`src/qctrl_pkg.sv`:
```
`default_nettype none

package qctrl_pkg;

	// field widths.
	localparam int env_width = 24;
	localparam int phase_width = 17;
	localparam int freq_width = 9;
	localparam int amp_width = 16;
	localparam int cfg_width = 4; // [1:0] element select, [3:2] mode.
	localparam int mode_width = 2;
	localparam int cmd_width = 128;
	localparam int data_width = 32;
	localparam int fproc_id_width = 8;

	// envelope slicing per element.
	localparam int qdrv_env_width = 10;
	localparam int rd_env_width = 12;
	localparam int env_len_lsb = 12;

	// command word layout.
	localparam int op_msb = 127;
	localparam int op_lsb = 124;
	localparam int cfg_msb = 123;
	localparam int cfg_lsb = 120;
	localparam int amp_msb = 119;
	localparam int amp_lsb = 104;
	localparam int freq_msb = 103;
	localparam int freq_lsb = 95;
	localparam int phase_msb = 94;
	localparam int phase_lsb = 78;
	localparam int env_msb = 77;
	localparam int env_lsb = 54;
	localparam int jump_msb = 63; // overlaps env, never in the same opcode.
	localparam int jump_lsb = 48;
	localparam int fproc_id_msb = 47;
	localparam int fproc_id_lsb = 40;
	localparam int imm_msb = 31;
	localparam int imm_lsb = 0;

	typedef enum logic [3:0] {
		op_nop = 4'd0,
		op_pulse_write = 4'd1,
		op_pulse_trig = 4'd2,
		op_jump = 4'd3,
		op_jump_fproc = 4'd4,
		op_done = 4'd5
	} opcode_t;

	typedef enum logic [2:0] {
		st_fetch,
		st_wait,
		st_exec,
		st_fproc_req,
		st_fproc_rel,
		st_done
	} ctrl_state_t;

	typedef enum logic [1:0] {
		elem_qdrv = 2'd0,
		elem_rdrv = 2'd1,
		elem_rdlo = 2'd2,
		elem_none = 2'd3
	} elem_t;

endpackage

`default_nettype wire
```
`src/proc_core.sv`:
```
`timescale 1ns/10ps
`default_nettype none

module proc_core #(
	parameter int cmd_addr_width = 16,
	parameter int cmd_mem_read_latency = 3
) (
	input wire clk,
	input wire arst_n,
	input wire [qctrl_pkg::cmd_width-1:0] command,
	output wire [cmd_addr_width-1:0] cmd_read_addr,
	output wire fproc_req,
	output wire [qctrl_pkg::fproc_id_width-1:0] fproc_id,
	input wire fproc_ack,
	input wire [qctrl_pkg::data_width-1:0] fproc_result,
	input wire qdrv_busy,
	input wire rdrv_busy,
	input wire rdlo_busy,
	output wire qdrv_stb,
	output wire [qctrl_pkg::qdrv_env_width-1:0] qdrv_env_start,
	output wire [qctrl_pkg::qdrv_env_width-1:0] qdrv_env_length,
	output wire [qctrl_pkg::amp_width-1:0] qdrv_amp,
	output wire [qctrl_pkg::freq_width-1:0] qdrv_freq,
	output wire [qctrl_pkg::phase_width-1:0] qdrv_phase,
	output wire [qctrl_pkg::mode_width-1:0] qdrv_mode,
	output wire rdrv_stb,
	output wire [qctrl_pkg::rd_env_width-1:0] rdrv_env_start,
	output wire [qctrl_pkg::rd_env_width-1:0] rdrv_env_length,
	output wire [qctrl_pkg::amp_width-1:0] rdrv_amp,
	output wire [qctrl_pkg::freq_width-1:0] rdrv_freq,
	output wire [qctrl_pkg::phase_width-1:0] rdrv_phase,
	output wire [qctrl_pkg::mode_width-1:0] rdrv_mode,
	output wire rdlo_stb,
	output wire [qctrl_pkg::rd_env_width-1:0] rdlo_env_start,
	output wire [qctrl_pkg::rd_env_width-1:0] rdlo_env_length,
	output wire [qctrl_pkg::amp_width-1:0] rdlo_amp,
	output wire [qctrl_pkg::freq_width-1:0] rdlo_freq,
	output wire [qctrl_pkg::phase_width-1:0] rdlo_phase,
	output wire [qctrl_pkg::mode_width-1:0] rdlo_mode,
	output wire idle,
	output wire done
);
	import qctrl_pkg::*;

	// control to pulse registers.
	logic pulse_load;
	logic pulse_trig;

	// pulse registers to dispatch.
	logic cstrobe;
	logic [env_width-1:0] env_word;
	logic [phase_width-1:0] phase;
	logic [freq_width-1:0] freq;
	logic [amp_width-1:0] amp;
	logic [cfg_width-1:0] cfg;

	proc_ctrl #(
		.cmd_addr_width(cmd_addr_width),
		.cmd_mem_read_latency(cmd_mem_read_latency)
	) ctrl (.*);

	pulse_regs pregs (.*);

	elem_dispatch dispatch (.*); // per-element strobes and idle.

endmodule

`default_nettype wire

```
`src/elem_dispatch.sv`:
```
`timescale 1ns/10ps
`default_nettype none

module elem_dispatch (
	input wire clk,
	input wire arst_n,
	input wire cstrobe,
	input wire [qctrl_pkg::env_width-1:0] env_word,
	input wire [qctrl_pkg::phase_width-1:0] phase,
	input wire [qctrl_pkg::freq_width-1:0] freq,
	input wire [qctrl_pkg::amp_width-1:0] amp,
	input wire [qctrl_pkg::cfg_width-1:0] cfg,
	input wire qdrv_busy,
	input wire rdrv_busy,
	input wire rdlo_busy,
	output logic qdrv_stb,
	output logic [qctrl_pkg::qdrv_env_width-1:0] qdrv_env_start,
	output logic [qctrl_pkg::qdrv_env_width-1:0] qdrv_env_length,
	output logic [qctrl_pkg::amp_width-1:0] qdrv_amp,
	output logic [qctrl_pkg::freq_width-1:0] qdrv_freq,
	output logic [qctrl_pkg::phase_width-1:0] qdrv_phase,
	output logic [qctrl_pkg::mode_width-1:0] qdrv_mode,
	output logic rdrv_stb,
	output logic [qctrl_pkg::rd_env_width-1:0] rdrv_env_start,
	output logic [qctrl_pkg::rd_env_width-1:0] rdrv_env_length,
	output logic [qctrl_pkg::amp_width-1:0] rdrv_amp,
	output logic [qctrl_pkg::freq_width-1:0] rdrv_freq,
	output logic [qctrl_pkg::phase_width-1:0] rdrv_phase,
	output logic [qctrl_pkg::mode_width-1:0] rdrv_mode,
	output logic rdlo_stb,
	output logic [qctrl_pkg::rd_env_width-1:0] rdlo_env_start,
	output logic [qctrl_pkg::rd_env_width-1:0] rdlo_env_length,
	output logic [qctrl_pkg::amp_width-1:0] rdlo_amp,
	output logic [qctrl_pkg::freq_width-1:0] rdlo_freq,
	output logic [qctrl_pkg::phase_width-1:0] rdlo_phase,
	output logic [qctrl_pkg::mode_width-1:0] rdlo_mode,
	output logic idle
);
	import qctrl_pkg::*;

	elem_t sel;
	logic qdrv_hit, rdrv_hit, rdlo_hit;

	assign sel = elem_t'(cfg[1:0]);
	assign qdrv_hit = cstrobe && (sel == elem_qdrv);
	assign rdrv_hit = cstrobe && (sel == elem_rdrv);
	assign rdlo_hit = cstrobe && (sel == elem_rdlo); // elem_none hits nothing.

	always_ff @(posedge clk or negedge arst_n) begin
		if (!arst_n) begin
			qdrv_stb <= 1'b0;
			rdrv_stb <= 1'b0;
			rdlo_stb <= 1'b0;
			idle <= 1'b1;
		end else begin
			qdrv_stb <= qdrv_hit;
			rdrv_stb <= rdrv_hit;
			rdlo_stb <= rdlo_hit;
			idle <= ~|{qdrv_busy, rdrv_busy, rdlo_busy};
		end
	end

	// channel fields, only the selected element is updated.
	always_ff @(posedge clk) begin
		if (qdrv_hit) begin
			qdrv_env_start <= env_word[qdrv_env_width-1:0];
			qdrv_env_length <= env_word[env_len_lsb+qdrv_env_width-1:env_len_lsb];
			qdrv_amp <= amp;
			qdrv_freq <= freq;
			qdrv_phase <= phase;
			qdrv_mode <= cfg[3:2];
		end
		if (rdrv_hit) begin
			rdrv_env_start <= env_word[rd_env_width-1:0];
			rdrv_env_length <= env_word[env_len_lsb+rd_env_width-1:env_len_lsb];
			rdrv_amp <= amp;
			rdrv_freq <= freq;
			rdrv_phase <= phase;
			rdrv_mode <= cfg[3:2];
		end
		if (rdlo_hit) begin
			rdlo_env_start <= env_word[rd_env_width-1:0];
			rdlo_env_length <= env_word[env_len_lsb+rd_env_width-1:env_len_lsb];
			rdlo_amp <= amp;
			rdlo_freq <= freq;
			rdlo_phase <= phase;
			rdlo_mode <= cfg[3:2];
		end
	end

	assert property (@(posedge clk) disable iff (!arst_n)
		$onehot0({qdrv_stb, rdrv_stb, rdlo_stb}));

endmodule

`default_nettype wire

```
`src/pulse_regs.sv`:
```
`timescale 1ns/10ps
`default_nettype none

module pulse_regs (
	input wire clk,
	input wire arst_n,
	input wire [qctrl_pkg::cmd_width-1:0] command,
	input wire pulse_load,
	input wire pulse_trig,
	output logic cstrobe,
	output logic [qctrl_pkg::env_width-1:0] env_word,
	output logic [qctrl_pkg::phase_width-1:0] phase,
	output logic [qctrl_pkg::freq_width-1:0] freq,
	output logic [qctrl_pkg::amp_width-1:0] amp,
	output logic [qctrl_pkg::cfg_width-1:0] cfg
);
	import qctrl_pkg::*;

	// strobe one cycle after the trigger command executes.
	always_ff @(posedge clk or negedge arst_n) begin
		if (!arst_n) begin
			cstrobe <= 1'b0;
		end else begin
			cstrobe <= pulse_trig;
		end
	end

	always_ff @(posedge clk) begin
		// both pulse commands carry cfg.
		if (pulse_load || pulse_trig) begin
			cfg <= command[cfg_msb:cfg_lsb];
		end
		// the rest only on a write, so a trigger reuses the stored set.
		if (pulse_load) begin
			env_word <= command[env_msb:env_lsb];
			phase <= command[phase_msb:phase_lsb];
			freq <= command[freq_msb:freq_lsb];
			amp <= command[amp_msb:amp_lsb];
		end
	end

endmodule

`default_nettype wire

```
`src/proc_ctrl.sv`:
```
`timescale 1ns/10ps
`default_nettype none

module proc_ctrl #(
	parameter int cmd_addr_width = 16,
	parameter int cmd_mem_read_latency = 3
) (
	input wire clk,
	input wire arst_n,
	input wire [qctrl_pkg::cmd_width-1:0] command,
	input wire fproc_ack,
	input wire [qctrl_pkg::data_width-1:0] fproc_result,
	output logic [cmd_addr_width-1:0] cmd_read_addr,
	output logic pulse_load,
	output logic pulse_trig,
	output logic fproc_req,
	output logic [qctrl_pkg::fproc_id_width-1:0] fproc_id,
	output logic done
);
	import qctrl_pkg::*;

	localparam int cnt_width = $clog2(cmd_mem_read_latency + 1);

	ctrl_state_t state;
	opcode_t opcode;
	logic [cmd_addr_width-1:0] ip; // instruction pointer.
	logic [cmd_addr_width-1:0] target;
	logic [cnt_width-1:0] wait_cnt;
	logic [data_width-1:0] fproc_data;
	logic fproc_hs; // req and ack both high.
	logic exec;

	// command stays valid while cmd_read_addr is held.
	assign opcode = opcode_t'(command[op_msb:op_lsb]);
	assign target = cmd_addr_width'(command[jump_msb:jump_lsb]);
	assign exec = (state == st_exec);
	assign fproc_hs = (state == st_fproc_req) && fproc_req && fproc_ack;

	assign pulse_load = exec && (opcode == op_pulse_write);
	assign pulse_trig = exec && (opcode == op_pulse_trig);

	always_ff @(posedge clk or negedge arst_n) begin
		if (!arst_n) begin
			state <= st_fetch;
			ip <= '0;
			cmd_read_addr <= '0;
			wait_cnt <= '0;
			fproc_req <= 1'b0;
			fproc_id <= '0;
			done <= 1'b0;
		end else begin
			case (state)
				st_fetch: begin
					cmd_read_addr <= ip;
					wait_cnt <= '0;
					state <= st_wait;
				end
				st_wait: begin
					// memory answers cmd_mem_read_latency cycles after the address.
					if (wait_cnt == cnt_width'(cmd_mem_read_latency - 1)) begin
						state <= st_exec;
					end else begin
						wait_cnt <= wait_cnt + 1'b1;
					end
				end
				st_exec: begin
					state <= st_fetch;
					case (opcode)
						op_jump: ip <= target;
						op_jump_fproc: begin
							fproc_id <= command[fproc_id_msb:fproc_id_lsb];
							state <= st_fproc_req;
						end
						op_done: begin
							done <= 1'b1; // held until reset.
							state <= st_done;
						end
						default: ip <= ip + 1'b1; // nop, pulses and unknown opcodes.
					endcase
				end
				st_fproc_req: begin
					// a new request only once the previous ack is gone.
					if (!fproc_req && !fproc_ack) begin
						fproc_req <= 1'b1;
					end else if (fproc_hs) begin
						fproc_req <= 1'b0;
						state <= st_fproc_rel;
					end
				end
				st_fproc_rel: begin
					if (fproc_data == command[imm_msb:imm_lsb]) begin
						ip <= target; // branch taken.
					end else begin
						ip <= ip + 1'b1;
					end
					state <= st_fetch;
				end
				st_done: state <= st_done;
				default: state <= st_fetch;
			endcase
		end
	end

	// result captured on the handshake edge.
	always_ff @(posedge clk) begin
		if (fproc_hs) begin
			fproc_data <= fproc_result;
		end
	end

	// four-phase order: release only after the ack was seen.
	assert property (@(posedge clk) disable iff (!arst_n)
		$fell(fproc_req) |-> $past(fproc_ack));

	assert property (@(posedge clk) disable iff (!arst_n)
		!(pulse_load && pulse_trig));

endmodule

`default_nettype wire

```
`config.mk`:
```
export PLATFORM = sky130hd
export DESIGN_NAME = proc_core
export DESIGN_NICKNAME = d
export VERILOG_FILES = /design/src/qctrl_pkg.sv /design/src/proc_core.sv /design/src/elem_dispatch.sv /design/src/pulse_regs.sv /design/src/proc_ctrl.sv
export SDC_FILE = /design/constraint.sdc
export NUM_CORES = 1
export LEC_CHECK = 0
export ABC_CLOCK_PERIOD_IN_PS = 7550
export BUFFER_PORTS_ARGS = -buffer_cell sky130_fd_sc_hd__buf_2
export CAP_MARGIN = 20
export CORE_MARGIN = 1
export CORE_UTILIZATION = 50
export DETAILED_ROUTE_END_ITERATION = 6
export GPL_ROUTABILITY_DRIVEN = 0
export GPL_TIMING_DRIVEN = 0
export HOLD_SLACK_MARGIN = 0.03
export PLACE_DENSITY = 0.79
export REMOVE_ABC_BUFFERS = 1
export SLEW_MARGIN = 15
export SYNTH_ARGS = -nofsm -noshare
export SYNTH_HDL_FRONTEND = slang
export SYNTH_SLANG_ARGS = --single-unit
export TNS_END_PERCENT = 100
```
`constraint.sdc`:
```
create_clock -name clk -period 7.55 [get_ports clk]
set_input_delay 0.3775 -clock clk [delete_from_list [all_inputs] [get_ports clk]]
set_output_delay 0.3775 -clock clk [all_outputs]
set_load 0.005 [all_outputs]
```
==> impl_metrics.yaml <==
logic_synthesis:
  ys_seq_area_frac: 0.844
  synth_seq_cells: 354
  netlist_instances: 630
  syn-cell-area_um2: 12300
  synth.distinct_cells: 52
  synth_edf_count: 302
  async_reset_ff_frac: 0.147
  synth.avg_cell_area_um2: 19.5
  synthFlopType: "edfxtp_1"
  ys.warnings.count: 0
routing:
  vias_per_cell: 5.22
  final_antenna_net_count: 0
  wirelength_mm: 30.2
  routedWlPerCell_um: 20.9
  drtPass1Iterations: 5
  drtIter0Drc: 498
  vias: 7541
  drc: 0
floorplanning:
  row_count: 56
  initial_core_util: 0.517
  coreArea_um2: 23800
  fp.dieW_um: 159
  die-area_um2: 25200
  io_pins: 396
  die_h_um: 159
clock_tree:
  cts_resized: 0
  cts_sinks: 354
  clkLatencyLatePin_ns: 0.51
  root_buffer: "clkbuf_16"
  clk_pin_slew_ns: 0.06
  cts-buffers-inserted: 36
  post_cts_buffers: 0
  cts_max_level: 2
  clock_path_buffers: 3
  cts_tree: "yes"
  cts_hold_buf: 34
final_layout:
  final_cell_mix: "buf_2 (386), edfxtp_1 (302), dfrtp_1 (51), dlygate4sd3_1 (44)"
  final_common_cell: "buf_2"
  num-nets-final: 1268
  multiInputGateArea_um2: 1830
  register_area_um2: 10400
  drive_above_1_share: 0.444
  fillers: 1516
  area_growth_pct: 33.3
power:
  irDropWorstVdd_v: 0.000219
  pwr_density_cell_nw_per_um2: 286
  cellLeakagePower_uw: 0.00640
min_path:
  hold_end: "ctrl.fproc_data[0]"
  min_path_type: "in -> reg"
  hold_start: "fproc_result[0]"
  holdPathStages: 1
sta:
  report.final.hold_viol_count: 0
  slew_viol_final: 0
  setup_viol: 0
  fmax_mhz: 358
  maxSlewHeadroom: 0.381
  min_period_over_period: 0.370
  timing.hold.ws_ns: 0.0455
  tightest_slew_ns: 0.928
  min_period_ns: 2.79
  finClkSkew_ns: 0.0187
  rsz0062_at_grt: "false"
  finalWorstSetupSlack_ns: 4.76
global_route:
  use_met1: 0.264
  grt_max_degree: 53
  use_met2: 0.435
  grt_usage: 0.235
  first_global_vias: 7731
  antenna_found_initial: 3
  grt_pass1_wl_mm: 44.6
  grt.overflow.total: 0
  grtUsageMet3: 0.0611
  globalRoute.busiestLayer: "met2"
placement:
  place_ws_ns: 4.73
  port_buffers: 387
  dp_hpwl_mm: 20.4
setup_path:
  cp_data_required_time_ns: 7.76
  cp-end-kind: "flip-flop"
  reg2reg_slack_ns: 4.76
  arrival_ns: 3.00
  crit_path_max_fanout: 14
  reg2reg_to: "pregs.phase[8]"
  r2r_cells: 7
  path_class: "reg -> reg"
  r2r-start: "ctrl.state[2]"
  start_kind: "flip-flop"
run_status:
  status: "complete, no violations"
run:
  drv_cap: 0
cells in the mapped netlist (4+ instances only):
| master | number | share of area |
|---|---|---|
| a211oi_1 | 5 | 0.0031 |
| nor3b_1 | 4 | 0.0024 |
| a21oi_1 | 19 | 0.0077 |
| o21ai_0 | 17 | 0.0069 |
| xnor2_1 | 38 | 0.027 |
| nor2_1 | 26 | 0.0079 |
| mux2i_1 | 12 | 0.0098 |
| buf_2 | 9 | 0.0037 |
| nor3_1 | 10 | 0.0041 |
| nand3_1 | 8 | 0.0033 |
| nand4_1 | 13 | 0.0066 |
| mux2_2 | 26 | 0.024 |
| dfrtp_1 | 51 | 0.10 |
| inv_1 | 5 | 0.0015 |
| nand2_1 | 18 | 0.0055 |
| edfxtp_1 | 302 | 0.74 |
| xor2_1 | 8 | 0.0057 |
final cells by class:
type                       count  area share
timing repair buffer         449       0.158
multi-input combinational    254       0.112
inverter                       5     0.00115
tap                          319      0.0244
clock buffer                  44      0.0601
antenna                        1    0.000153
clock inverter                19      0.0108
sequential                   354       0.634
power breakdown:
| part | total (uW) | internal, uW | switching (uW) |
|---|---|---|---|
| clock | 1740 | 1030 | 707 |
| sequential | 2380 | 2250 | 132 |
| combinational | 563 | 293 | 269 |
per-layer routing:
metal | vias to the layer above | part of all wire
met5 | - | 0.00026
met4 | 2 | 0.026
met3 | 57 | 0.082
met2 | 436 | 0.53
met1 | 3680 | 0.36
li1 | 3366 | -
per-stage QoR:
stage | utilization | area [um^2] | TNS [ns] | instances | total power (uW)
after floorplan | - | 12200 | 0 | 613 | 2730
after global placement | 0.612 | 14500 | -236.33 | 1319 | 2920
after detailed placement | 0.622 | 14800 | 0 | 1337 | 2960
after CTS | 0.685 | 16300 | 0 | 1434 | 4700
after global routing | 0.689 | 16400 | 0 | 1445 | 4850
final | 0.689 | 16400 | 0 | 1445 | 4680
worst max-delay path: stages, from the launching register on:
cell     delay [ns]
dfrtp_1        0.55
nor3b_2        0.35
nand2_1        0.14
nor3b_2        0.56
buf_4          0.33
buf_4          0.22
buf_6          0.17
buf_6          0.16
registers in the layout, summed over array words and instances, names as in the netlist, 9 cells and up:
register	flops
ctrl.fproc_data	32
pregs.env_word	24
dispatch.qdrv_phase	17
dispatch.rdlo_phase	17
dispatch.rdrv_phase	17
pregs.phase	17
ctrl.cmd_read_addr	16
ctrl.ip	16
dispatch.qdrv_amp	16
dispatch.rdlo_amp	16
dispatch.rdrv_amp	16
pregs.amp	16
dispatch.rdlo_env_length	12
dispatch.rdlo_env_start	12
dispatch.rdrv_env_length	12
dispatch.rdrv_env_start	12
dispatch.qdrv_env_length	10
dispatch.qdrv_env_start	10
dispatch.qdrv_freq	9
dispatch.rdlo_freq	9
dispatch.rdrv_freq	9
pregs.freq	9
worst max path at each step:
stage | from | to | slack [ns] | depth (start not counted)
after floorplan | ctrl.state[2] | pregs.cfg[0] | 0.85 | 4
after global placement | ctrl.state[2] | pregs.cfg[2] | -2.51 | 4
after detailed placement | ctrl.state[1] | pregs.amp[3] | 4.73 | 7
after CTS | ctrl.state[2] | pregs.phase[16] | 4.71 | 7
after global routing | ctrl.state[1] | pregs.phase[8] | 4.56 | 7
final | ctrl.state[2] | pregs.phase[8] | 4.76 | 7
kinds of logic after synthesis:
family / share of synthesized area
mux: 0.0336
flops: 0.844
xor+xnor: 0.0328
compound gates: 0.0315
buf+inv: 0.00886
fa+ha+maj: 0.00204
simple gates: 0.0468
(Power assumes the default switching activity.)
